--- src/uart_pkg.sv ---
// ~~~~~~~~~~~~~~~~~~~~~~~~~~~~~~~~~~~~~~~~
// UART shared constants
// Widths, register map and field positions
// ~~~~~~~~~~~~~~~~~~~~~~~~~~~~~~~~~~~~~~~~

`default_nettype none

package uart_pkg;

  localparam int DATA_W     = 8;       // Byte payload
  localparam int ADDR_W     = 12;      // Decoded part of the bus address
  localparam int FIFO_DEPTH = 8;
  localparam int CNT_W      = 4;       // Holds 0 to FIFO_DEPTH
  localparam int DIV_W      = 16;

  localparam logic [DIV_W-1:0] DIV_RESET = 16'h021e;

  // Register offsets
  localparam logic [ADDR_W-1:0] OFS_TXDATA = 12'h000;
  localparam logic [ADDR_W-1:0] OFS_RXDATA = 12'h004;
  localparam logic [ADDR_W-1:0] OFS_TXCTRL = 12'h008;
  localparam logic [ADDR_W-1:0] OFS_RXCTRL = 12'h00c;
  localparam logic [ADDR_W-1:0] OFS_IE     = 12'h010;
  localparam logic [ADDR_W-1:0] OFS_IP     = 12'h014;
  localparam logic [ADDR_W-1:0] OFS_DIV    = 12'h018;

  // Field positions
  localparam int FLAG_BIT  = 31;       // Full in txdata, empty in rxdata
  localparam int EN_BIT    = 0;
  localparam int WM_LSB    = 16;
  localparam int IE_TX_BIT = 0;
  localparam int IE_RX_BIT = 1;

  localparam int RX_SYNC_W  = 3;
  localparam int FRAME_BITS = 8;       // Data bits per frame

endpackage

`default_nettype wire

--- src/uart_fifo.sv ---
// ~~~~~~~~~~~~~~~~~~~~~~~~~~~~~~~~~~~~~~~~
// Synchronous byte FIFO with count
// ~~~~~~~~~~~~~~~~~~~~~~~~~~~~~~~~~~~~~~~~

`timescale 1ns/1ps
`default_nettype none

module uart_fifo #(
  parameter int DEPTH = uart_pkg::FIFO_DEPTH    // Power of two
) (
  input  logic                          ri2ziyy,
  input  logic                          r46kf,
  input  logic                          i_push,
  input  logic [uart_pkg::DATA_W-1:0]   i_wdata,
  input  logic                          i_pop,
  output logic [uart_pkg::DATA_W-1:0]   o_rdata,
  output logic [uart_pkg::CNT_W-1:0]    o_count
);

  logic [uart_pkg::DATA_W-1:0]  mem [DEPTH];
  logic [$clog2(DEPTH)-1:0]     wr_ptr;
  logic [$clog2(DEPTH)-1:0]     rd_ptr;
  logic                         push_ok;
  logic                         pop_ok;

  assign push_ok = i_push & (o_count != DEPTH[uart_pkg::CNT_W-1:0]);
  assign pop_ok  = i_pop & (o_count != '0);
  assign o_rdata = mem[rd_ptr];         // Head visible with pop

  always_ff @(posedge ri2ziyy)
  begin
    if (push_ok)
      mem[wr_ptr] <= i_wdata;
  end

  always_ff @(posedge ri2ziyy or negedge r46kf)
  begin
    if (!r46kf)
    begin
      wr_ptr  <= '0;
      rd_ptr  <= '0;
      o_count <= '0;
    end
    else
    begin
      if (push_ok)
        wr_ptr <= wr_ptr + 1'b1;        // Wraps at DEPTH
      if (pop_ok)
        rd_ptr <= rd_ptr + 1'b1;
      case ({push_ok, pop_ok})
        2'b10:   o_count <= o_count + 1'b1;
        2'b01:   o_count <= o_count - 1'b1;
        default: o_count <= o_count;
      endcase
    end
  end

  count_bound: assert property (@(posedge ri2ziyy) disable iff (!r46kf)
    o_count <= DEPTH[uart_pkg::CNT_W-1:0]);

endmodule

`default_nettype wire

--- src/uart_tx.sv ---
// ~~~~~~~~~~~~~~~~~~~~~~~~~~~~~~~~~~~~~~~~
// UART transmit engine
// Sends 8N1 frames at the divisor rate
// ~~~~~~~~~~~~~~~~~~~~~~~~~~~~~~~~~~~~~~~~

`timescale 1ns/1ps
`default_nettype none

module uart_tx (
  input  logic                          ri2ziyy,
  input  logic                          r46kf,
  input  logic                          i_en,
  input  logic [uart_pkg::DIV_W-1:0]    i_div,
  input  logic [uart_pkg::CNT_W-1:0]    i_count,
  input  logic [uart_pkg::DATA_W-1:0]   i_data,
  output logic                          o_pop,
  output logic                          o_txd
);

  typedef enum logic [1:0] {TX_IDLE, TX_START, TX_DATA, TX_STOP} tx_state_t;

  tx_state_t                    state;
  logic [uart_pkg::DIV_W-1:0]   baud_cnt;
  logic                         tick;
  logic [2:0]                   bit_idx;
  logic                         last_bit;
  logic [uart_pkg::DATA_W-1:0]  shift;

  assign tick     = (baud_cnt == i_div);      // Last cycle of a bit
  assign last_bit = (bit_idx == 3'(uart_pkg::FRAME_BITS - 1));
  assign o_pop    = (state == TX_IDLE) & i_en & (i_count != '0);

  always_ff @(posedge ri2ziyy)
  begin
    if (o_pop)
      shift <= i_data;
    else if ((state == TX_DATA) && tick)
      shift <= shift >> 1;
  end

  always_ff @(posedge ri2ziyy or negedge r46kf)
  begin
    if (!r46kf)
    begin
      state    <= TX_IDLE;
      baud_cnt <= '0;
      bit_idx  <= '0;
      o_txd    <= 1'b1;
    end
    else if (!i_en)
    begin
      state    <= TX_IDLE;              // Frame in flight is dropped
      baud_cnt <= '0;
      bit_idx  <= '0;
      o_txd    <= 1'b1;
    end
    else
    begin
      if ((state == TX_IDLE) || tick)
        baud_cnt <= '0;
      else
        baud_cnt <= baud_cnt + 1'b1;

      case (state)
        TX_IDLE:
        begin
          if (o_pop)
          begin
            state <= TX_START;
            o_txd <= 1'b0;
          end
        end
        TX_START:
        begin
          if (tick)
          begin
            state   <= TX_DATA;
            bit_idx <= '0;
            o_txd   <= shift[0];
          end
        end
        TX_DATA:
        begin
          if (tick)
          begin
            bit_idx <= bit_idx + 1'b1;
            if (last_bit)
            begin
              state <= TX_STOP;
              o_txd <= 1'b1;
            end
            else
              o_txd <= shift[1];        // Next bit before the shift lands
          end
        end
        TX_STOP:
        begin
          if (tick)
            state <= TX_IDLE;
        end
        default: state <= TX_IDLE;
      endcase
    end
  end

  txd_idle_high: assert property (@(posedge ri2ziyy) disable iff (!r46kf)
    (state == TX_IDLE) |-> o_txd);

endmodule

`default_nettype wire

--- src/uart_rx.sv ---
// ~~~~~~~~~~~~~~~~~~~~~~~~~~~~~~~~~~~~~~~~
// UART receive engine
// Syncs the line, votes three samples a bit
// ~~~~~~~~~~~~~~~~~~~~~~~~~~~~~~~~~~~~~~~~

`timescale 1ns/1ps
`default_nettype none

module uart_rx (
  input  logic                          ri2ziyy,
  input  logic                          r46kf,
  input  logic                          i_en,
  input  logic [uart_pkg::DIV_W-1:0]    i_div,
  input  logic                          i_rxd,
  output logic                          o_push,
  output logic [uart_pkg::DATA_W-1:0]   o_data
);

  typedef enum logic [1:0] {RX_IDLE, RX_START, RX_DATA, RX_STOP} rx_state_t;

  rx_state_t                        state;
  logic [uart_pkg::RX_SYNC_W-1:0]   sync;
  logic                             line;
  logic                             fall;
  logic [uart_pkg::DIV_W-1:0]       baud_cnt;
  logic [uart_pkg::DIV_W-1:0]       pt_a;
  logic [uart_pkg::DIV_W-1:0]       pt_b;
  logic [uart_pkg::DIV_W-1:0]       pt_c;
  logic                             tick;
  logic                             smp_a;
  logic                             smp_b;
  logic                             smp_c;
  logic                             maj;
  logic [2:0]                       bit_idx;
  logic                             last_bit;
  logic [uart_pkg::DATA_W-1:0]      shift;

  assign line = sync[uart_pkg::RX_SYNC_W-1];
  assign fall = line & ~sync[uart_pkg::RX_SYNC_W-2];     // High then low

  assign pt_a = i_div >> 2;
  assign pt_b = i_div >> 1;
  assign pt_c = pt_a + pt_b + 1'b1;

  assign tick     = (baud_cnt == i_div);
  assign maj      = (smp_a & smp_b) | (smp_a & smp_c) | (smp_b & smp_c);
  assign last_bit = (bit_idx == 3'(uart_pkg::FRAME_BITS - 1));
  assign o_push   = (state == RX_STOP) & tick & i_en;
  assign o_data   = shift;

  always_ff @(posedge ri2ziyy or negedge r46kf)
  begin
    if (!r46kf)
      sync <= '1;
    else if (!i_en)
      sync <= '1;                       // Idle line level
    else
      sync <= {sync[uart_pkg::RX_SYNC_W-2:0], i_rxd};
  end

  always_ff @(posedge ri2ziyy)
  begin
    if (baud_cnt == pt_a)
      smp_a <= line;
    if (baud_cnt == pt_b)
      smp_b <= line;
    if (baud_cnt == pt_c)
      smp_c <= line;
    if ((state == RX_DATA) && tick)
      shift <= {maj, shift[uart_pkg::DATA_W-1:1]};   // LSB first
  end

  always_ff @(posedge ri2ziyy or negedge r46kf)
  begin
    if (!r46kf)
    begin
      state    <= RX_IDLE;
      baud_cnt <= '0;
      bit_idx  <= '0;
    end
    else if (!i_en)
    begin
      state    <= RX_IDLE;
      baud_cnt <= '0;
      bit_idx  <= '0;
    end
    else
    begin
      if ((state == RX_IDLE) || tick)
        baud_cnt <= '0;
      else
        baud_cnt <= baud_cnt + 1'b1;

      case (state)
        RX_IDLE:
        begin
          if (fall)
            state <= RX_START;
        end
        RX_START:
        begin
          if (tick)
          begin
            state   <= maj ? RX_IDLE : RX_DATA;   // High vote is a glitch
            bit_idx <= '0;
          end
        end
        RX_DATA:
        begin
          if (tick)
          begin
            bit_idx <= bit_idx + 1'b1;
            if (last_bit)
              state <= RX_STOP;
          end
        end
        RX_STOP:
        begin
          if (tick)
            state <= RX_IDLE;
        end
        default: state <= RX_IDLE;
      endcase
    end
  end

  push_single: assert property (@(posedge ri2ziyy) disable iff (!r46kf)
    o_push |=> !o_push);

endmodule

`default_nettype wire

--- src/uart_regs.sv ---
// ~~~~~~~~~~~~~~~~~~~~~~~~~~~~~~~~~~~~~~~~
// UART register block
// Bus decode, configuration and interrupts
// ~~~~~~~~~~~~~~~~~~~~~~~~~~~~~~~~~~~~~~~~

`timescale 1ns/1ps
`default_nettype none

module uart_regs (
  input  logic                          ri2ziyy,
  input  logic                          r46kf,
  input  logic                          i_cmd_valid,
  input  logic [uart_pkg::ADDR_W-1:0]   i_cmd_addr,
  input  logic                          i_cmd_read,
  input  logic [31:0]                   i_cmd_wdata,
  input  logic                          i_rsp_ready,
  input  logic [uart_pkg::CNT_W-1:0]    i_tx_count,
  input  logic [uart_pkg::CNT_W-1:0]    i_rx_count,
  input  logic [uart_pkg::DATA_W-1:0]   i_rx_rdata,
  output logic                          o_cmd_ready,
  output logic                          o_rsp_valid,
  output logic [31:0]                   o_rsp_rdata,
  output logic                          o_tx_push,
  output logic [uart_pkg::DATA_W-1:0]   o_tx_wdata,
  output logic                          o_rx_pop,
  output logic                          o_tx_en,
  output logic                          o_rx_en,
  output logic [uart_pkg::DIV_W-1:0]    o_div,
  output logic                          o_irq
);

  logic                         cmd_fire;
  logic                         wr_fire;
  logic                         rd_fire;
  logic                         tx_full;
  logic                         rx_empty;
  logic                         tx_ip;
  logic                         rx_ip;
  logic                         ie_tx;
  logic                         ie_rx;
  logic [uart_pkg::CNT_W-1:0]   tx_wm;
  logic [uart_pkg::CNT_W-1:0]   rx_wm;

  assign o_cmd_ready = i_rsp_ready;    // Response path never holds a command
  assign o_rsp_valid = i_cmd_valid;
  assign cmd_fire    = i_cmd_valid & i_rsp_ready;
  assign wr_fire     = cmd_fire & ~i_cmd_read;
  assign rd_fire     = cmd_fire & i_cmd_read;

  assign tx_full  = (i_tx_count == uart_pkg::FIFO_DEPTH[uart_pkg::CNT_W-1:0]);
  assign rx_empty = (i_rx_count == '0);

  assign o_tx_push  = wr_fire & (i_cmd_addr == uart_pkg::OFS_TXDATA) & ~tx_full;
  assign o_tx_wdata = i_cmd_wdata[uart_pkg::DATA_W-1:0];
  assign o_rx_pop   = rd_fire & (i_cmd_addr == uart_pkg::OFS_RXDATA) & ~rx_empty;

  always_ff @(posedge ri2ziyy or negedge r46kf)
  begin
    if (!r46kf)
    begin
      o_tx_en <= 1'b0;
      o_rx_en <= 1'b0;
      tx_wm   <= '0;
      rx_wm   <= '0;
      ie_tx   <= 1'b0;
      ie_rx   <= 1'b0;
      o_div   <= uart_pkg::DIV_RESET;
    end
    else if (wr_fire)
    begin
      case (i_cmd_addr)
        uart_pkg::OFS_TXCTRL:
        begin
          o_tx_en <= i_cmd_wdata[uart_pkg::EN_BIT];
          tx_wm   <= i_cmd_wdata[uart_pkg::WM_LSB +: uart_pkg::CNT_W];
        end
        uart_pkg::OFS_RXCTRL:
        begin
          o_rx_en <= i_cmd_wdata[uart_pkg::EN_BIT];
          rx_wm   <= i_cmd_wdata[uart_pkg::WM_LSB +: uart_pkg::CNT_W];
        end
        uart_pkg::OFS_IE:
        begin
          ie_tx <= i_cmd_wdata[uart_pkg::IE_TX_BIT];
          ie_rx <= i_cmd_wdata[uart_pkg::IE_RX_BIT];
        end
        uart_pkg::OFS_DIV: o_div <= i_cmd_wdata[uart_pkg::DIV_W-1:0];
        default: ;
      endcase
    end
  end

  // Watermark pending bits are level, not sticky
  assign tx_ip = (i_tx_count < tx_wm);
  assign rx_ip = (i_rx_count > rx_wm);
  assign o_irq = (tx_ip & ie_tx) | (rx_ip & ie_rx);

  always_comb
  begin
    o_rsp_rdata = '0;
    case (i_cmd_addr)
      uart_pkg::OFS_TXDATA: o_rsp_rdata[uart_pkg::FLAG_BIT] = tx_full;
      uart_pkg::OFS_RXDATA:
      begin
        o_rsp_rdata[uart_pkg::FLAG_BIT]       = rx_empty;
        o_rsp_rdata[uart_pkg::DATA_W-1:0]     = i_rx_rdata;   // FIFO head
      end
      uart_pkg::OFS_TXCTRL:
      begin
        o_rsp_rdata[uart_pkg::EN_BIT]                     = o_tx_en;
        o_rsp_rdata[uart_pkg::WM_LSB +: uart_pkg::CNT_W]  = tx_wm;
      end
      uart_pkg::OFS_RXCTRL:
      begin
        o_rsp_rdata[uart_pkg::EN_BIT]                     = o_rx_en;
        o_rsp_rdata[uart_pkg::WM_LSB +: uart_pkg::CNT_W]  = rx_wm;
      end
      uart_pkg::OFS_IE:
      begin
        o_rsp_rdata[uart_pkg::IE_TX_BIT] = ie_tx;
        o_rsp_rdata[uart_pkg::IE_RX_BIT] = ie_rx;
      end
      uart_pkg::OFS_IP:
      begin
        o_rsp_rdata[uart_pkg::IE_TX_BIT] = tx_ip;
        o_rsp_rdata[uart_pkg::IE_RX_BIT] = rx_ip;
      end
      uart_pkg::OFS_DIV: o_rsp_rdata[uart_pkg::DIV_W-1:0] = o_div;
      default: ;
    endcase
  end

  // The receive count never rises across a pop
  rx_pop_legal: assert property (@(posedge ri2ziyy) disable iff (!r46kf)
    o_rx_pop |=> (i_rx_count <= $past(i_rx_count)));

endmodule

`default_nettype wire

--- src/uart_top.sv ---
// ~~~~~~~~~~~~~~~~~~~~~~~~~~~~~~~~~~~~~~~~
// Memory-mapped UART top level
// Registers, two FIFOs, TX and RX engines
// ~~~~~~~~~~~~~~~~~~~~~~~~~~~~~~~~~~~~~~~~

`timescale 1ns/1ps
`default_nettype none

module uart_top (
  input  logic          ri2ziyy,
  input  logic          r46kf,
  input  logic          i_cmd_valid,
  input  logic [31:0]   i_cmd_addr,
  input  logic          i_cmd_read,
  input  logic [31:0]   i_cmd_wdata,
  input  logic          i_rsp_ready,
  input  logic          i_rxd,
  output logic          o_cmd_ready,
  output logic          o_rsp_valid,
  output logic [31:0]   o_rsp_rdata,
  output logic          o_irq,
  output logic          o_txd
);

  logic                         tx_push;
  logic [uart_pkg::DATA_W-1:0]  tx_wdata;
  logic                         tx_pop;
  logic [uart_pkg::DATA_W-1:0]  tx_rdata;
  logic [uart_pkg::CNT_W-1:0]   tx_count;
  logic                         rx_push;
  logic [uart_pkg::DATA_W-1:0]  rx_wdata;
  logic                         rx_pop;
  logic [uart_pkg::DATA_W-1:0]  rx_rdata;
  logic [uart_pkg::CNT_W-1:0]   rx_count;
  logic                         tx_en;
  logic                         rx_en;
  logic [uart_pkg::DIV_W-1:0]   div;

  uart_regs u_regs (
    .ri2ziyy     (ri2ziyy),
    .r46kf       (r46kf),
    .i_cmd_valid (i_cmd_valid),
    .i_cmd_addr  (i_cmd_addr[uart_pkg::ADDR_W-1:0]),   // 4 KB window
    .i_cmd_read  (i_cmd_read),
    .i_cmd_wdata (i_cmd_wdata),
    .i_rsp_ready (i_rsp_ready),
    .i_tx_count  (tx_count),
    .i_rx_count  (rx_count),
    .i_rx_rdata  (rx_rdata),
    .o_cmd_ready (o_cmd_ready),
    .o_rsp_valid (o_rsp_valid),
    .o_rsp_rdata (o_rsp_rdata),
    .o_tx_push   (tx_push),
    .o_tx_wdata  (tx_wdata),
    .o_rx_pop    (rx_pop),
    .o_tx_en     (tx_en),
    .o_rx_en     (rx_en),
    .o_div       (div),
    .o_irq       (o_irq)
  );

  uart_fifo u_tx_fifo (
    .ri2ziyy (ri2ziyy),
    .r46kf   (r46kf),
    .i_push  (tx_push),
    .i_wdata (tx_wdata),
    .i_pop   (tx_pop),
    .o_rdata (tx_rdata),
    .o_count (tx_count)
  );

  uart_fifo u_rx_fifo (
    .ri2ziyy (ri2ziyy),
    .r46kf   (r46kf),
    .i_push  (rx_push),
    .i_wdata (rx_wdata),
    .i_pop   (rx_pop),
    .o_rdata (rx_rdata),
    .o_count (rx_count)
  );

  uart_tx u_tx (
    .ri2ziyy (ri2ziyy),
    .r46kf   (r46kf),
    .i_en    (tx_en),
    .i_div   (div),
    .i_count (tx_count),
    .i_data  (tx_rdata),
    .o_pop   (tx_pop),
    .o_txd   (o_txd)
  );

  uart_rx u_rx (
    .ri2ziyy (ri2ziyy),
    .r46kf   (r46kf),
    .i_en    (rx_en),
    .i_div   (div),
    .i_rxd   (i_rxd),
    .o_push  (rx_push),
    .o_data  (rx_wdata)
  );

endmodule

`default_nettype wire

--- config.mk ---
export PLATFORM = sky130hd
export DESIGN_NAME = uart_top
export DESIGN_NICKNAME = d
export VERILOG_FILES = /design/src/uart_pkg.sv /design/src/uart_fifo.sv /design/src/uart_tx.sv /design/src/uart_rx.sv /design/src/uart_regs.sv /design/src/uart_top.sv
export SDC_FILE = /design/constraint.sdc
export NUM_CORES = 1
export LEC_CHECK = 0
export BUFFER_PORTS_ARGS = -buffer_cell sky130_fd_sc_hd__buf_2
export CAP_MARGIN = 20
export CORE_ASPECT_RATIO = 0.6
export CORE_UTILIZATION = 35
export DETAILED_ROUTE_END_ITERATION = 10
export GPL_TIMING_DRIVEN = 0
export PLACE_DENSITY = 0.57
export SYNTH_ARGS = -nofsm -noshare
export SYNTH_HDL_FRONTEND = slang
export SYNTH_SLANG_ARGS = --single-unit
--- constraint.sdc ---
create_clock -name ri2ziyy -period 6 [get_ports ri2ziyy]
set_clock_uncertainty 0.2 [all_clocks]
set_input_delay 0.3 -clock ri2ziyy [delete_from_list [all_inputs] [get_ports ri2ziyy]]
set_output_delay 0.3 -clock ri2ziyy [all_outputs]
set_load 0.02 [all_outputs]
Word level (Yosys, flattened, before mapping)
Memory sizes are Yosys's and may differ from the RTL's. Index checks and enable logic that the tools add are counted.

Order comparisons: 2. Eq/ne operators: 39. Bitwise logic cells: 28. Reductions and logical operators: 22. $add $sub $neg: 14. Muxes and demuxes: 48.

Operators by type and width (number): two-way mux 16 bit (4); adder 16 x 1 -> 16 bit (second input constant) (3); equality test 16 bit (3); equality test 12 x 5 -> 1 bit (second input constant) (3); inequality test 3 x 2 -> 1 bit (second input constant) (9); two-way mux 2 bit (13); equality test 12 x 4 -> 1 bit (second input constant) (2); two-way mux 8 bit (3); one-hot mux 4 bit (2 select lines) (3); bitwise AND 1 bit (21); two-way mux 3 bit (7); adder 3 x 1 -> 3 bit (second input constant) (6); adder 14 x 15 -> 16 bit (1); equality test 16 x 14 -> 1 bit (1); equality test 16 x 15 -> 1 bit (1); one-hot mux 2 bit (4 select lines) (2); equality test 12 x 3 -> 1 bit (second input constant) (1); equality test 2 bit (second input constant) (6); zero test 12 bit (1); one-hot mux 3 bit (2 select lines) (2); one-hot mux 6 bit (2 select lines) (1); AND reduction 5 bit (2); two-way mux 1 bit (9); adder 4 x 1 -> 4 bit (second input constant) (2); other kinds (25) (47).

Memories kept: 2. Register bits after elaboration: 113. Output and inout port bits: 36. RAM bits: 128. Word-level logic and storage cells: 181. Input bits: 70.

Memories: u_rx_fifo.mem (words 8, width 8, read ports 1, clocked after memory_dff 0, wr ports 1, line uart_fifo.sv:20) `logic [uart_pkg::DATA_W-1:0] mem [DEPTH];`; u_tx_fifo.mem (words 8, width 8, read ports 1, clocked after memory_dff 0, wr ports 1, line uart_fifo.sv:20).

Logic depth before layout (Yosys ltp)
Gate-level depths: netlist (run 1).

Word-level depth: 7. Gate-level depth with buffers: 14.

By module
A second synthesis (run 1) with hierarchy kept.

Cell total of the unflattened synthesis: 986. Area, all modules: 12801.0 um^2.

Modules (own cells, without submodules): uart_fifo at u_rx_fifo (sequential area each 2172.1 um^2, area each 3114.2 um^2, instances 1, cells an instance 158); uart_fifo at u_tx_fifo (sequential area each 2172.1 um^2, area each 3110.5 um^2, instances 1, cells an instance 158); uart_rx (sequential area each 934.6 um^2, area each 2992.9 um^2, instances 1, cells an instance 332); uart_regs (sequential area each 706.9 um^2, area each 1851.8 um^2, instances 1, cells an instance 174); uart_tx (sequential area each 792.0 um^2, area each 1731.7 um^2, instances 1, cells an instance 164).

Worst setup path before layout (run 1)
Ideal clock, no wire load.

Path kind: flip-flop to flip-flop. Start point: reg u_regs.o_div[2] (netlist bit). End point: mem u_rx_fifo.mem[0][0] (netlist bit), enable pin. Buffers on the path: 1. Data required time: 5.417 ns. Period minus slack after synthesis: 3.380 ns. Arrival time: 2.797 ns. Setup time: 0.383 ns. Path slack: 2.620 ns. Stages on the path, launching flop included: 9. Cells stage by stage: dfstp_2 clkbuf_1 xnor2_1 nand4_1 nor4_4 nand2_1 a211o_1 or2_2 nor3_1.

Word-level cells in the longest chain between the ends: 6.

RTL lines: start, declared (line uart_regs.sv:28) `output logic [uart_pkg::DIV_W-1:0] o_div,`; start signal, assigned (line uart_regs.sv:67) `o_div <= uart_pkg::DIV_RESET;`; start signal, assigned (line uart_regs.sv:87) `uart_pkg::OFS_DIV: o_div <= i_cmd_wdata[uart_pkg::DIV_W-1:0];`; equality test 16 bit (line uart_rx.sv:45) `assign tick = (baud_cnt == i_div);`; bitwise AND 1 bit (2 in series) (line uart_rx.sv:48) `assign o_push = (state == RX_STOP) & tick & i_en;`; bitwise AND 1 bit (line uart_fifo.sv:26) `assign push_ok = i_push & (o_count != DEPTH[uart_pkg::CNT_W-1:0]);`; two-way mux 1 bit (line uart_fifo.sv:32) `if (push_ok)`; two-way mux 1 bit (implied by the code) (line uart_fifo.sv:33) `mem[wr_ptr] <= i_wdata;`; end, declared (line uart_fifo.sv:20).

Every way passes these cells.

Worst setup path after layout (run 1)
Start point: reg u_regs.o_div[2] (netlist bit). End point: reg u_rx.smp_c, enable pin.

Word-level cells in the longest chain between the ends: 3.

RTL lines: adder 14 x 15 -> 16 bit (line uart_rx.sv:43) `assign pt_c = pt_a + pt_b + 1'b1;`; adder 16 x 1 -> 16 bit (line uart_rx.sv:43); equality test 16 bit (line uart_rx.sv:67) `if (baud_cnt == pt_c)`; end signal, assigned (line uart_rx.sv:68) `smp_c <= line;`; end, declared (line uart_rx.sv:32) `logic smp_c;`.

Every way passes these cells. A chain may end at the register's enable or synchronous reset.

==> results.sh, run 1 <==
export IMPL_hp_class="primary input to flop"
export IMPL_vdd_ir_drop_max_mv=0.1621
export IMPL_wl_microns=28940
export IMPL_path_max_fanout=6
export IMPL_grtUsageTotal=0.1612
export IMPL_yosys_top_cells_area="edfxtp_1, dfrtp_1, mux4_2, xnor2_1, ha_1"
export IMPL_pwr_share_comb=0.026
export IMPL_hold_buffers=22
export IMPL_p_leak_nw=5.112
export IMPL_grt_pass1_vias=7401
export IMPL_power_switching_mw=0.6865
export IMPL_p_clk_frac=0.447
export IMPL_pwr_share_seq=0.527
export IMPL_synth_top_area_frac=0.3602
export IMPL_finalSetupViolCount=0
export IMPL_grt_pass1_wl_microns=44370
export IMPL_seq_area_frac_synth=0.5530
export IMPL_rsz0062_at_grt="no"
export IMPL_viasPerCell=4.974
export IMPL_maxCapViolCount=0
export IMPL_path_clk_slew_ps=60
export IMPL_wl_per_cell_microns=18.24
export IMPL_final_util=0.4172
export IMPL_num_rows=52
export IMPL_crit_required_ps=5940
export IMPL_slew_headroom=0.2693
export IMPL_netlist_area_sq_mm=0.01226
export IMPL_switching_share=0.2063
export IMPL_drt_pass1_iterations=5
export IMPL_post_cts_resize_count=0
export IMPL_synth_area_leader_cell="edfxtp_1"
export IMPL_grt_ovfl_total=0
export IMPL_cts_tree="done"
export IMPL_io_buffers=62
export IMPL_synthesis_instances=985
export IMPL_htreeDepth=1
export IMPL_drt_iter0_drc=617
export IMPL_clkLatencyLatePin_ps=520
export IMPL_ys_types=65
export IMPL_synth_edf_count=147
export IMPL_post_dp_hpwl_microns=21450
export IMPL_dieHeight_microns=146.9
export IMPL_root_buffer="clkbuf_16"
export IMPL_async_flop_share=0.3900
export IMPL_drc=0
export IMPL_dpl_cell_area_sq_mm=0.01324
export IMPL_worstSetupPathType="flop to flop"
export IMPL_cp_arrival_ps=4290
export IMPL_crit_path_start_kind="flop"
export IMPL_dieArea_sq_mm=0.03579
export IMPL_grt_max_degree=67
export IMPL_cp_end_kind="flop"
export IMPL_avgSynthCellArea_sq_um=12.44
export IMPL_initial_core_util=0.3595
export IMPL_post_cts_buffers=0
export IMPL_synth_seq_cells=241
export IMPL_drtAntennaViolNets=0
export IMPL_clockBufferDepth=3
export IMPL_hold_viol_final=0
export IMPL_cts_buffers=24
export IMPL_finalCritPeriodShare=0.7236
export IMPL_nets=1224
export IMPL_area_growth_pct=16.07
export IMPL_final_max_slew_viol_count=0
export IMPL_finalInstanceArea_sq_mm=0.01422
export IMPL_antennaDiodeCount=0
export IMPL_fin_crit_ps=4342
export IMPL_vias=7889
export IMPL_netlist_top_cells_count="edfxtp_1, dfrtp_1, xnor2_1"
export IMPL_setup_tns_final_ps=0
export IMPL_status="completed"
export IMPL_die_x_microns=243.6
export IMPL_fmax_ghz=0.2303
export IMPL_cellInternalPower_mw=2.641
export IMPL_place_gp_congestion=0.8855
export IMPL_drive_gt1_frac=0.1917
export IMPL_antenna_found_initial=0
export IMPL_ys_warn_count=0
export IMPL_tightest_slew_ps=1086
export IMPL_ioPinCount=106
export IMPL_core_area_sq_mm=0.03409
export IMPL_synth_most_common_cell="edfxtp_1"
export IMPL_power_density_mw_per_mm2=233.9
export IMPL_clock_sinks=241
export IMPL_synth_ff_type="edfxtp_1"
cell families (layout without fill, tap and decap cells):
family | after synthesis | in the layout | synth area share
AO/OA/AOI/OAI | 114 | 114 | 0.05819
XOR/XNOR | 122 | 122 | 0.08719
adder cells (fa/ha/maj) | 45 | 45 | 0.04696
buffers and inverters | 98 | 230 | 0.03543
flip-flops | 241 | 241 | 0.5530
multiplexers | 77 | 77 | 0.09832
other | 1 | 11 | 0.0003060
AND/OR/NAND/NOR | 287 | 287 | 0.1206
cells in the final DEF, fill, tap and decap left out, drive strengths merged, types with 10 or more instances in the layout:
master	Yosys	layout
a21oi	26	26
inv	29	31
mux2	27	27
clkbuf	42	72
dlygate4sd3	0	22
nor4	12	12
edfxtp	147	147
conb	1	11
ha	42	42
nor2	77	77
mux2i	18	18
nand3	29	29
mux4	32	32
nand2b	10	10
nand4	17	17
nor3	13	13
xor2	42	42
nand2	72	72
buf	27	94
and2	15	15
nor2b	12	12
xnor2	80	80
dfrtp	85	85
o21ai	39	39
worst max-delay path, stage by stage (launching register included):
cell and delay, ps:
dfstp_2 560, clkbuf_1 380, inv_1 110, ha_1 220
inv_1 70, fa_1 440, xnor2_1 160, nand4_1 130
a211oi_1 190, nand3_1 90, nor4_1 350, nand4_1 130
nor4_1 920
state kept, by name (all words and copies together) (netlist names), 2 cells and up:
register	count
u_regs.o_div	16
u_rx.o_data	8
u_rx.state	2
u_tx_fifo.rd_ptr	3
u_rx_fifo.o_count	4
u_regs.tx_wm	4
u_rx_fifo.mem	64
u_rx_fifo.wr_ptr	3
u_rx.bit_idx	3
u_rx.sync	3
u_tx.bit_idx	3
u_rx.baud_cnt	16
u_tx_fifo.o_count	4
u_tx.state	2
u_tx_fifo.wr_ptr	3
u_rx_fifo.rd_ptr	3
u_tx_fifo.mem	64
u_tx.shift	8
u_tx.baud_cnt	16
u_regs.rx_wm	4
path summary, 6_finish.rpt:
| kind | start | to | slack, ps | cells after the start |
|---|---|---|---|---|
| max | u_regs.o_div[2]$_DFFE_PN1P_ | u_rx.smp_c$_DFFE_PN_ | 1660 | 12 |
| min | i_rsp_ready | u_rx_fifo.rd_ptr[0]$_DFFE_PN0P_ | 40 | 4 |
| max reg2reg | u_regs.o_div[2]$_DFFE_PN1P_ | u_rx.smp_c$_DFFE_PN_ | 1660 | 12 |
| min reg2reg | u_rx.sync[0]$_DFF_PN1_ | u_rx.sync[1]$_DFF_PN1_ | 280 | 1 |
| max in group asynchronous | r46kf | u_rx.sync[0]$_DFF_PN1_ | 4790 | 3 |
| min in group asynchronous | r46kf | u_tx_fifo.rd_ptr[0]$_DFFE_PN0P_ | 70 | 2 |
power groups by stage:
stage	clock network (mW)	logic (mW)	registers, mW
after floorplan	0	0.0308	1.79
after global placement	0	0.0733	1.79
after detailed placement	0	0.0768	1.79
after CTS	1.53	0.0884	1.75
after global routing	1.58	0.0949	1.75
final	1.49	0.0867	1.75
final cells by class:
class                           count  area [sq um]
Tap cell                          459         574.3
Multi-Input combinational cell    656          5086
Sequential cell                   241          6778
Timing Repair Buffer               89         585.6
Clock buffer                       30         644.4
Fill cell                        3198         19870
Clock inverter                     13         122.6
Inverter                           29         108.9
Buffer                             69         325.3
layer usage:
layer,share of wire,GRT usage
met1,0.54,0.2701
met4,0.013,0.02594
met2,0.39,0.2117
met5,0,0
met3,0.054,0.03087
metrics by stage:
step / setup slack (ps) / power, mW / cells / hold WS [ps]
3_5_place_dp: 1724 / 1.865 / 1521 / 71.62
5_1_grt: 1447 / 3.427 / 1586 / 69.19
3_3_place_gp: 1558 / 1.862 / 1516 / 272.7
2_1_floorplan: 2620 / 1.820 / 995 / -195.6
4_1_cts: 1719 / 3.370 / 1586 / 17.72
6_report: 1658 / 3.327 / 1586 / 35.71
Power figures use the tool's default switching activity.
==> run 2: changes to the inputs <==
- PLACE_DENSITY: 0.57 -> 0.58
- clock period: 6 -> 3.83 ns (I/O delays scaled with it)
==> results.sh, run 2 (synthesized netlist as in run 1, its figures left out) <==
export IMPL_viasPerCell=5.084
export IMPL_cp_arrival_ps=3600
export IMPL_grt_max_degree=66
export IMPL_core_area_sq_mm=0.03409
export IMPL_path_cells="clkbuf_4, inv_1, ha_1, inv_1, fa_1, xnor2_1, nand4_1, a211oi_1, nand3_1, nor4_2, nand4_1, nor4_4"
export IMPL_area_growth_pct=17.11
export IMPL_final_max_slew_viol_count=0
export IMPL_final_common_cell="edfxtp_1"
export IMPL_fillers=3224
export IMPL_vias=8069
export IMPL_worstSetupPathType="flop to flop"
export IMPL_pwr_share_comb=0.027
export IMPL_vdd_ir_drop_max_mv=0.2723
export IMPL_finalSetupViolCount=0
export IMPL_tightest_slew_ps=1123
export IMPL_cp_slowest_cell="dfstp_2"
export IMPL_min_from="i_cmd_addr[4]"
export IMPL_dieArea_sq_mm=0.03579
export IMPL_drc=0
export IMPL_wl_microns=29820
export IMPL_grt_pass1_wl_microns=46680
export IMPL_path_max_fanout=6
export IMPL_cts_buffers=23
export IMPL_finalCritPeriodShare=0.9392
export IMPL_power_density_mw_per_mm2=363.3
export IMPL_num_rows=52
export IMPL_fmax_ghz=0.2780
export IMPL_place_gp_congestion=0.9170
export IMPL_io_buffers=62
export IMPL_drt_pass1_iterations=5
export IMPL_p_clk_frac=0.446
export IMPL_hold_viol_final=0
export IMPL_cellInternalPower_mw=4.103
export IMPL_cp_end_kind="flop"
export IMPL_wl_per_cell_microns=18.79
export IMPL_crit_path_start_kind="flop"
export IMPL_critPathMaxStageDelay_ps=570
export IMPL_slew_headroom=0.2445
export IMPL_dieHeight_microns=146.9
export IMPL_post_dp_hpwl_microns=21530
export IMPL_htreeDepth=1
export IMPL_rsz0062_at_grt="yes"
export IMPL_die_x_microns=243.6
export IMPL_clkLatencyLatePin_ps=550
export IMPL_antenna_found_initial=0
export IMPL_ioPinCount=106
export IMPL_fin_crit_ps=3597
export IMPL_grt_pass1_vias=7884
export IMPL_hp_class="primary input to flop"
export IMPL_root_buffer="clkbuf_16"
export IMPL_setup_tns_final_ps=0
export IMPL_cts_tree="done"
export IMPL_drtAntennaViolNets=0
export IMPL_maxCapViolCount=0
export IMPL_worst_path_buf_inv=3
export IMPL_drt_iter0_drc=765
export IMPL_initial_core_util=0.3595
export IMPL_crit_family="simple AND/OR/NAND/NOR gates"
export IMPL_pwr_share_seq=0.527
export IMPL_largestRegisters="u_rx_fifo.mem x64, u_tx_fifo.mem x64"
export IMPL_cp_startpoint="u_regs.o_div[2]$_DFFE_PN1P_"
export IMPL_r2r_start="u_regs.o_div[2]$_DFFE_PN1P_"
export IMPL_multiInputGateArea_sq_mm=0.005140
export IMPL_seqCellArea_sq_mm=0.006778
export IMPL_layout_common_cells="edfxtp_1, dfrtp_1, xnor2_1, buf_2, nand2_1"
export IMPL_dp_cells=1519
export IMPL_grtUsageTotal=0.1706
export IMPL_crit_required_ps=3830
export IMPL_path_clk_slew_ps=70
export IMPL_drive_gt1_frac=0.2057
export IMPL_p_leak_nw=5.129
export IMPL_instances_no_fill=1587
export IMPL_nets=1226
export IMPL_switching_share=0.2131
export IMPL_grt_ovfl_total=0
export IMPL_status="completed"
export IMPL_power_switching_mw=1.111
export IMPL_clock_sinks=241
export IMPL_clockBufferDepth=3
export IMPL_antennaDiodeCount=0
## run 2: changes by cell type in the layout (fill, tap and decap cells not counted), sizes merged
cell | previous run | this run
clkinv | 9 | 5
dlygate4sd3 | 22 | 29
clkinvlp | 0 | 2
clkbuf | 72 | 68
## run 2: final timing paths
check / cells after the start / slack, ps / endpoint
max in group asynchronous: 3 / 2950 / u_rx.sync[0]$_DFF_PN1_
min: 5 / 30 / u_regs.rx_wm[1]$_DFFE_PN0P_
min in group asynchronous: 2 / 70 / u_regs.o_div[2]$_DFFE_PN1P_
max: 12 / 230 / u_rx.smp_c$_DFFE_PN_
min reg2reg: 1 / 290 / u_rx.sync[1]$_DFF_PN1_
max reg2reg: 12 / 230 / u_rx.smp_c$_DFFE_PN_
## run 2: timing repair
action                                 4_1_cts  5_1_grt
gates resized for setup                      9       18
setup endpoints to repair                   66       34
endpoints found under the hold margin      186        0
pin swaps                                    0        2
hold buffers                                30        0
buffers inserted                             0        1
## run 2: final cells by class
| cell class | count | share of cell area |
|---|---|---|
| buffer | 64 | 0.02223 |
| clock buffer | 30 | 0.04333 |
| clock inverter | 11 | 0.009241 |
| inverter | 29 | 0.007584 |
| multi-input combinational | 656 | 0.3581 |
| sequential | 241 | 0.4722 |
| tap | 459 | 0.04001 |
| timing repair buffer | 97 | 0.04725 |
## run 2: metal layers
metal	routed length (microns)	up-vias	GRT usage
met2	11800	237	0.2278
met3	1969	33	0.03416
met1	15550	4036	0.2790
li1	-	3763	-
met4	489	0	0.03375
met5	0	-	0
## run 2: worst reg2reg max path: stages (launching register included)
cell and delay, ps:
dfstp_2 570, clkbuf_4 220, inv_1 70, ha_1 200
inv_1 70, fa_1 440, xnor2_1 180, nand4_1 130
a211oi_1 200, nand3_1 110, nor4_2 320, nand4_1 190
nor4_4 350
## run 2: per-stage QoR
stage | utilization | setup WS (ps) | power [mW] | area, sq um | hold slack (ps)
5_1_grt | 0.4210 | -12.44 | 5.379 | 14350 | 41.38
2_1_floorplan | - | 450.1 | 2.850 | 12290 | -304.1
4_1_cts | 0.4203 | -112.1 | 5.273 | 14330 | 9.918
3_3_place_gp | 0.3865 | -683.0 | 2.915 | 13180 | 184.5
3_5_place_dp | 0.3881 | -527.2 | 2.921 | 13230 | -9.120
6_report | 0.4210 | 233.0 | 5.214 | 14350 | 31.41
## run 2: power groups by stage
stage	clock (mW)	combinational, mW	sequential (mW)
2_1_floorplan	0	0.0483	2.80
3_3_place_gp	0	0.113	2.80
3_5_place_dp	0	0.119	2.80
4_1_cts	2.38	0.143	2.75
5_1_grt	2.48	0.155	2.75
6_report	2.33	0.140	2.75
==> run 3: changes to the inputs <==
- ABC_AREA: default -> 1
==> results.sh, run 3 <==
export IMPL_yosys_top_cells_area="edfxtp_1, dfrtp_1, nand2_1, nor2_1, ha_1"
export IMPL_core_area_sq_mm=0.03521
export IMPL_synth_adder_area_share=0.04492
export IMPL_power_density_mw_per_mm2=364.9
export IMPL_antenna_found_initial=1
export IMPL_vias=9988
export IMPL_grt_ovfl_total=0
export IMPL_clock_sinks=241
export IMPL_initial_core_util=0.3575
export IMPL_rsz0062_at_grt="no"
export IMPL_synth_top_family_by_area="simple AND/OR/NAND/NOR gates"
export IMPL_status="finished with violations"
export IMPL_min_from="i_cmd_addr[6]"
export IMPL_cp_arrival_ps=2990
export IMPL_avgSynthCellArea_sq_um=9.374
export IMPL_fmax_ghz=0.2957
export IMPL_grtUsageTotal=0.1870
export IMPL_io_buffers=62
export IMPL_finalCritPeriodShare=0.8831
export IMPL_antennaDiodeCount=0
export IMPL_cp_slowest_cell="clkbuf_1"
export IMPL_synth_seq_cells=241
export IMPL_synth_simple_area_share=0.2044
export IMPL_grt_pass1_wl_microns=52650
export IMPL_async_flop_share=0.3900
export IMPL_synth_area_leader_cell="edfxtp_1"
export IMPL_p_leak_nw=5.837
export IMPL_clkLatencyLatePin_ps=560
export IMPL_largestRegisters="u_rx_fifo.mem x64, u_tx_fifo.mem x64"
export IMPL_viasPerCell=5.086
export IMPL_final_util=0.4179
export IMPL_hp_class="primary input to flop"
export IMPL_tightest_slew_ps=1031
export IMPL_ys_types=56
export IMPL_cts_tree="done"
export IMPL_final_max_slew_viol_count=0
export IMPL_ys_warn_count=0
export IMPL_cp_startpoint="u_rx_fifo.rd_ptr[1]$_DFFE_PN0P_"
export IMPL_fin_crit_ps=3382
export IMPL_path_cells="inv_1, clkbuf_1, o21ai_0, o221ai_1, nand3_1, o21ai_0, buf_2"
export IMPL_place_gp_congestion=0.9434
export IMPL_nets=1593
export IMPL_synth_xor_area_frac=0.04731
export IMPL_crit_path_start_kind="flop"
export IMPL_root_buffer="clkbuf_16"
export IMPL_finalSetupViolCount=0
export IMPL_netlist_top_cells_count="nand2_1, nor2_1, edfxtp_1"
export IMPL_layout_common_cells="nand2_1, nor2_1, edfxtp_1, inv_1, o21ai_0"
export IMPL_final_common_cell="nand2_1"
export IMPL_synth_top_area_frac=0.3506
export IMPL_path_clk_slew_ps=70
export IMPL_netlist_area_sq_mm=0.01259
export IMPL_crit_required_ps=3440
export IMPL_vdd_ir_drop_max_mv=0.2683
export IMPL_drt_pass1_iterations=8
export IMPL_drive_gt1_frac=0.1276
export IMPL_slew_headroom=0.3100
export IMPL_cts_buffers=24
export IMPL_critPathMaxStageDelay_ps=520
export IMPL_synth_most_common_cell="nand2_1"
export IMPL_synth_ff_type="edfxtp_1"
export IMPL_path_max_fanout=10
export IMPL_drc=2
export IMPL_min_path_cells=8
export IMPL_dieHeight_microns=148.9
export IMPL_cp_end_kind="output pin"
export IMPL_wl_microns=34030
export IMPL_r2r_slack_ps=630
export IMPL_grt_pass1_vias=9136
export IMPL_synth_edf_count=147
export IMPL_worstSetupPathType="flop to output pin"
export IMPL_drt_iter0_drc=939
export IMPL_r2r_cells=8
export IMPL_maxCapViolCount=0
export IMPL_hold_viol_final=0
export IMPL_htreeDepth=1
export IMPL_area_growth_pct=16.89
export IMPL_hold_end="u_tx_fifo.wr_ptr[1]$_DFFE_PN0P_"
export IMPL_num_rows=53
export IMPL_drtAntennaViolNets=0
export IMPL_r2r_start="u_regs.o_div[4]$_DFFE_PN1P_"
export IMPL_die_x_microns=246.8
export IMPL_synthMuxAreaShare=0
export IMPL_regToRegEndpoint="u_rx_fifo.mem[3][0]$_DFFE_PP_"
export IMPL_cp_common_cell="o21ai_0"
export IMPL_synthesis_instances=1343
export IMPL_dieArea_sq_mm=0.03676
export IMPL_synth_compound_area_frac=0.09928
export IMPL_post_dp_hpwl_microns=24520
export IMPL_ioPinCount=106
export IMPL_clockBufferDepth=3
export IMPL_setup_tns_final_ps=0
export IMPL_grt_max_degree=63
export IMPL_violations="design-rule violations"
export IMPL_post_cts_resize_count=0
export IMPL_wl_per_cell_microns=17.33
export IMPL_seq_area_frac_synth=0.5384
[run 3: worst max-delay path by stage]
stage / endpoint / cells past startpoint
after floorplan: u_tx_fifo.o_count[3]$_DFFE_PN0P_ / 14
after global routing: o_rsp_rdata[5] / 7
after CTS: o_rsp_rdata[5] / 7
after global placement: u_tx_fifo.mem[0][6]$_DFFE_PP_ / 8
after detailed placement: u_rx_fifo.mem[3][0]$_DFFE_PP_ / 8
final: o_rsp_rdata[5] / 7
[run 3: repair_timing]
item | in CTS | in global routing
buffers inserted | 0 | 0
endpoints found under the hold margin | 184 | 0
hold buffers | 30 | 0
[run 3: area by class of cell]
cell class | count | area [sq um]
Buffer | 55 | 304.0
Clock buffer | 28 | 615.6
Clock inverter | 16 | 190.2
Fill cell | 3437 | 20500
Inverter | 138 | 519.2
Multi-Input combinational cell | 919 | 5031
Sequential cell | 241 | 6778
Tap cell | 467 | 584.3
Timing Repair Buffer | 100 | 693.2
[run 3: kinds of logic (layout without fill, tap and decap cells)]
logic type / Yosys count / in the layout
compound gates: 209 / 209
flops: 241 / 241
buf+inv: 193 / 337
simple gates: 587 / 587
fa+ha+maj: 44 / 44
other cells: 1 / 11
xor+xnor: 68 / 68
[run 3: metal layers]
metal	part of all wire	global-route usage	up-vias
li1	-	-	4805
met1	0.51	0.3000	4795
met2	0.40	0.2598	346
met3	0.071	0.03328	42
met4	0.016	0.03272	0
met5	0	0	-
[run 3: worst max-delay path: cells and delay by family (launching register included)]
kind                   cells  cell delay [ps]
and+or+nand+nor            1              150
buffers and inverters      3             1060
AOI/OAI and AO/OA          3              710
DFF                        1              510
[run 3: report_power, final]
part / internal (mW) / total [mW] / switching (mW)
Sequential: 2.75 / 2.75 / 0.00162
Clock: 1.43 / 2.48 / 1.05
Combinational: 0.0579 / 0.146 / 0.0882
[run 3: metrics by stage]
| step | power (mW) | area (sq um) | std cells | worst slack, ps | hold slack (ps) |
|---|---|---|---|---|---|
| final | 5.370 | 14720 | 1964 | 447.7 | 15.94 |
| after global routing | 5.530 | 14720 | 1964 | 360.4 | 60.72 |
| after CTS | 5.433 | 14720 | 1964 | 491.5 | 1.102 |
| after detailed placement | 2.923 | 13600 | 1890 | 709.9 | -13.79 |
| after global placement | 2.918 | 13520 | 1882 | 696.8 | 186.2 |
| after floorplan | 2.851 | 12630 | 1353 | 1262 | -304.1 |
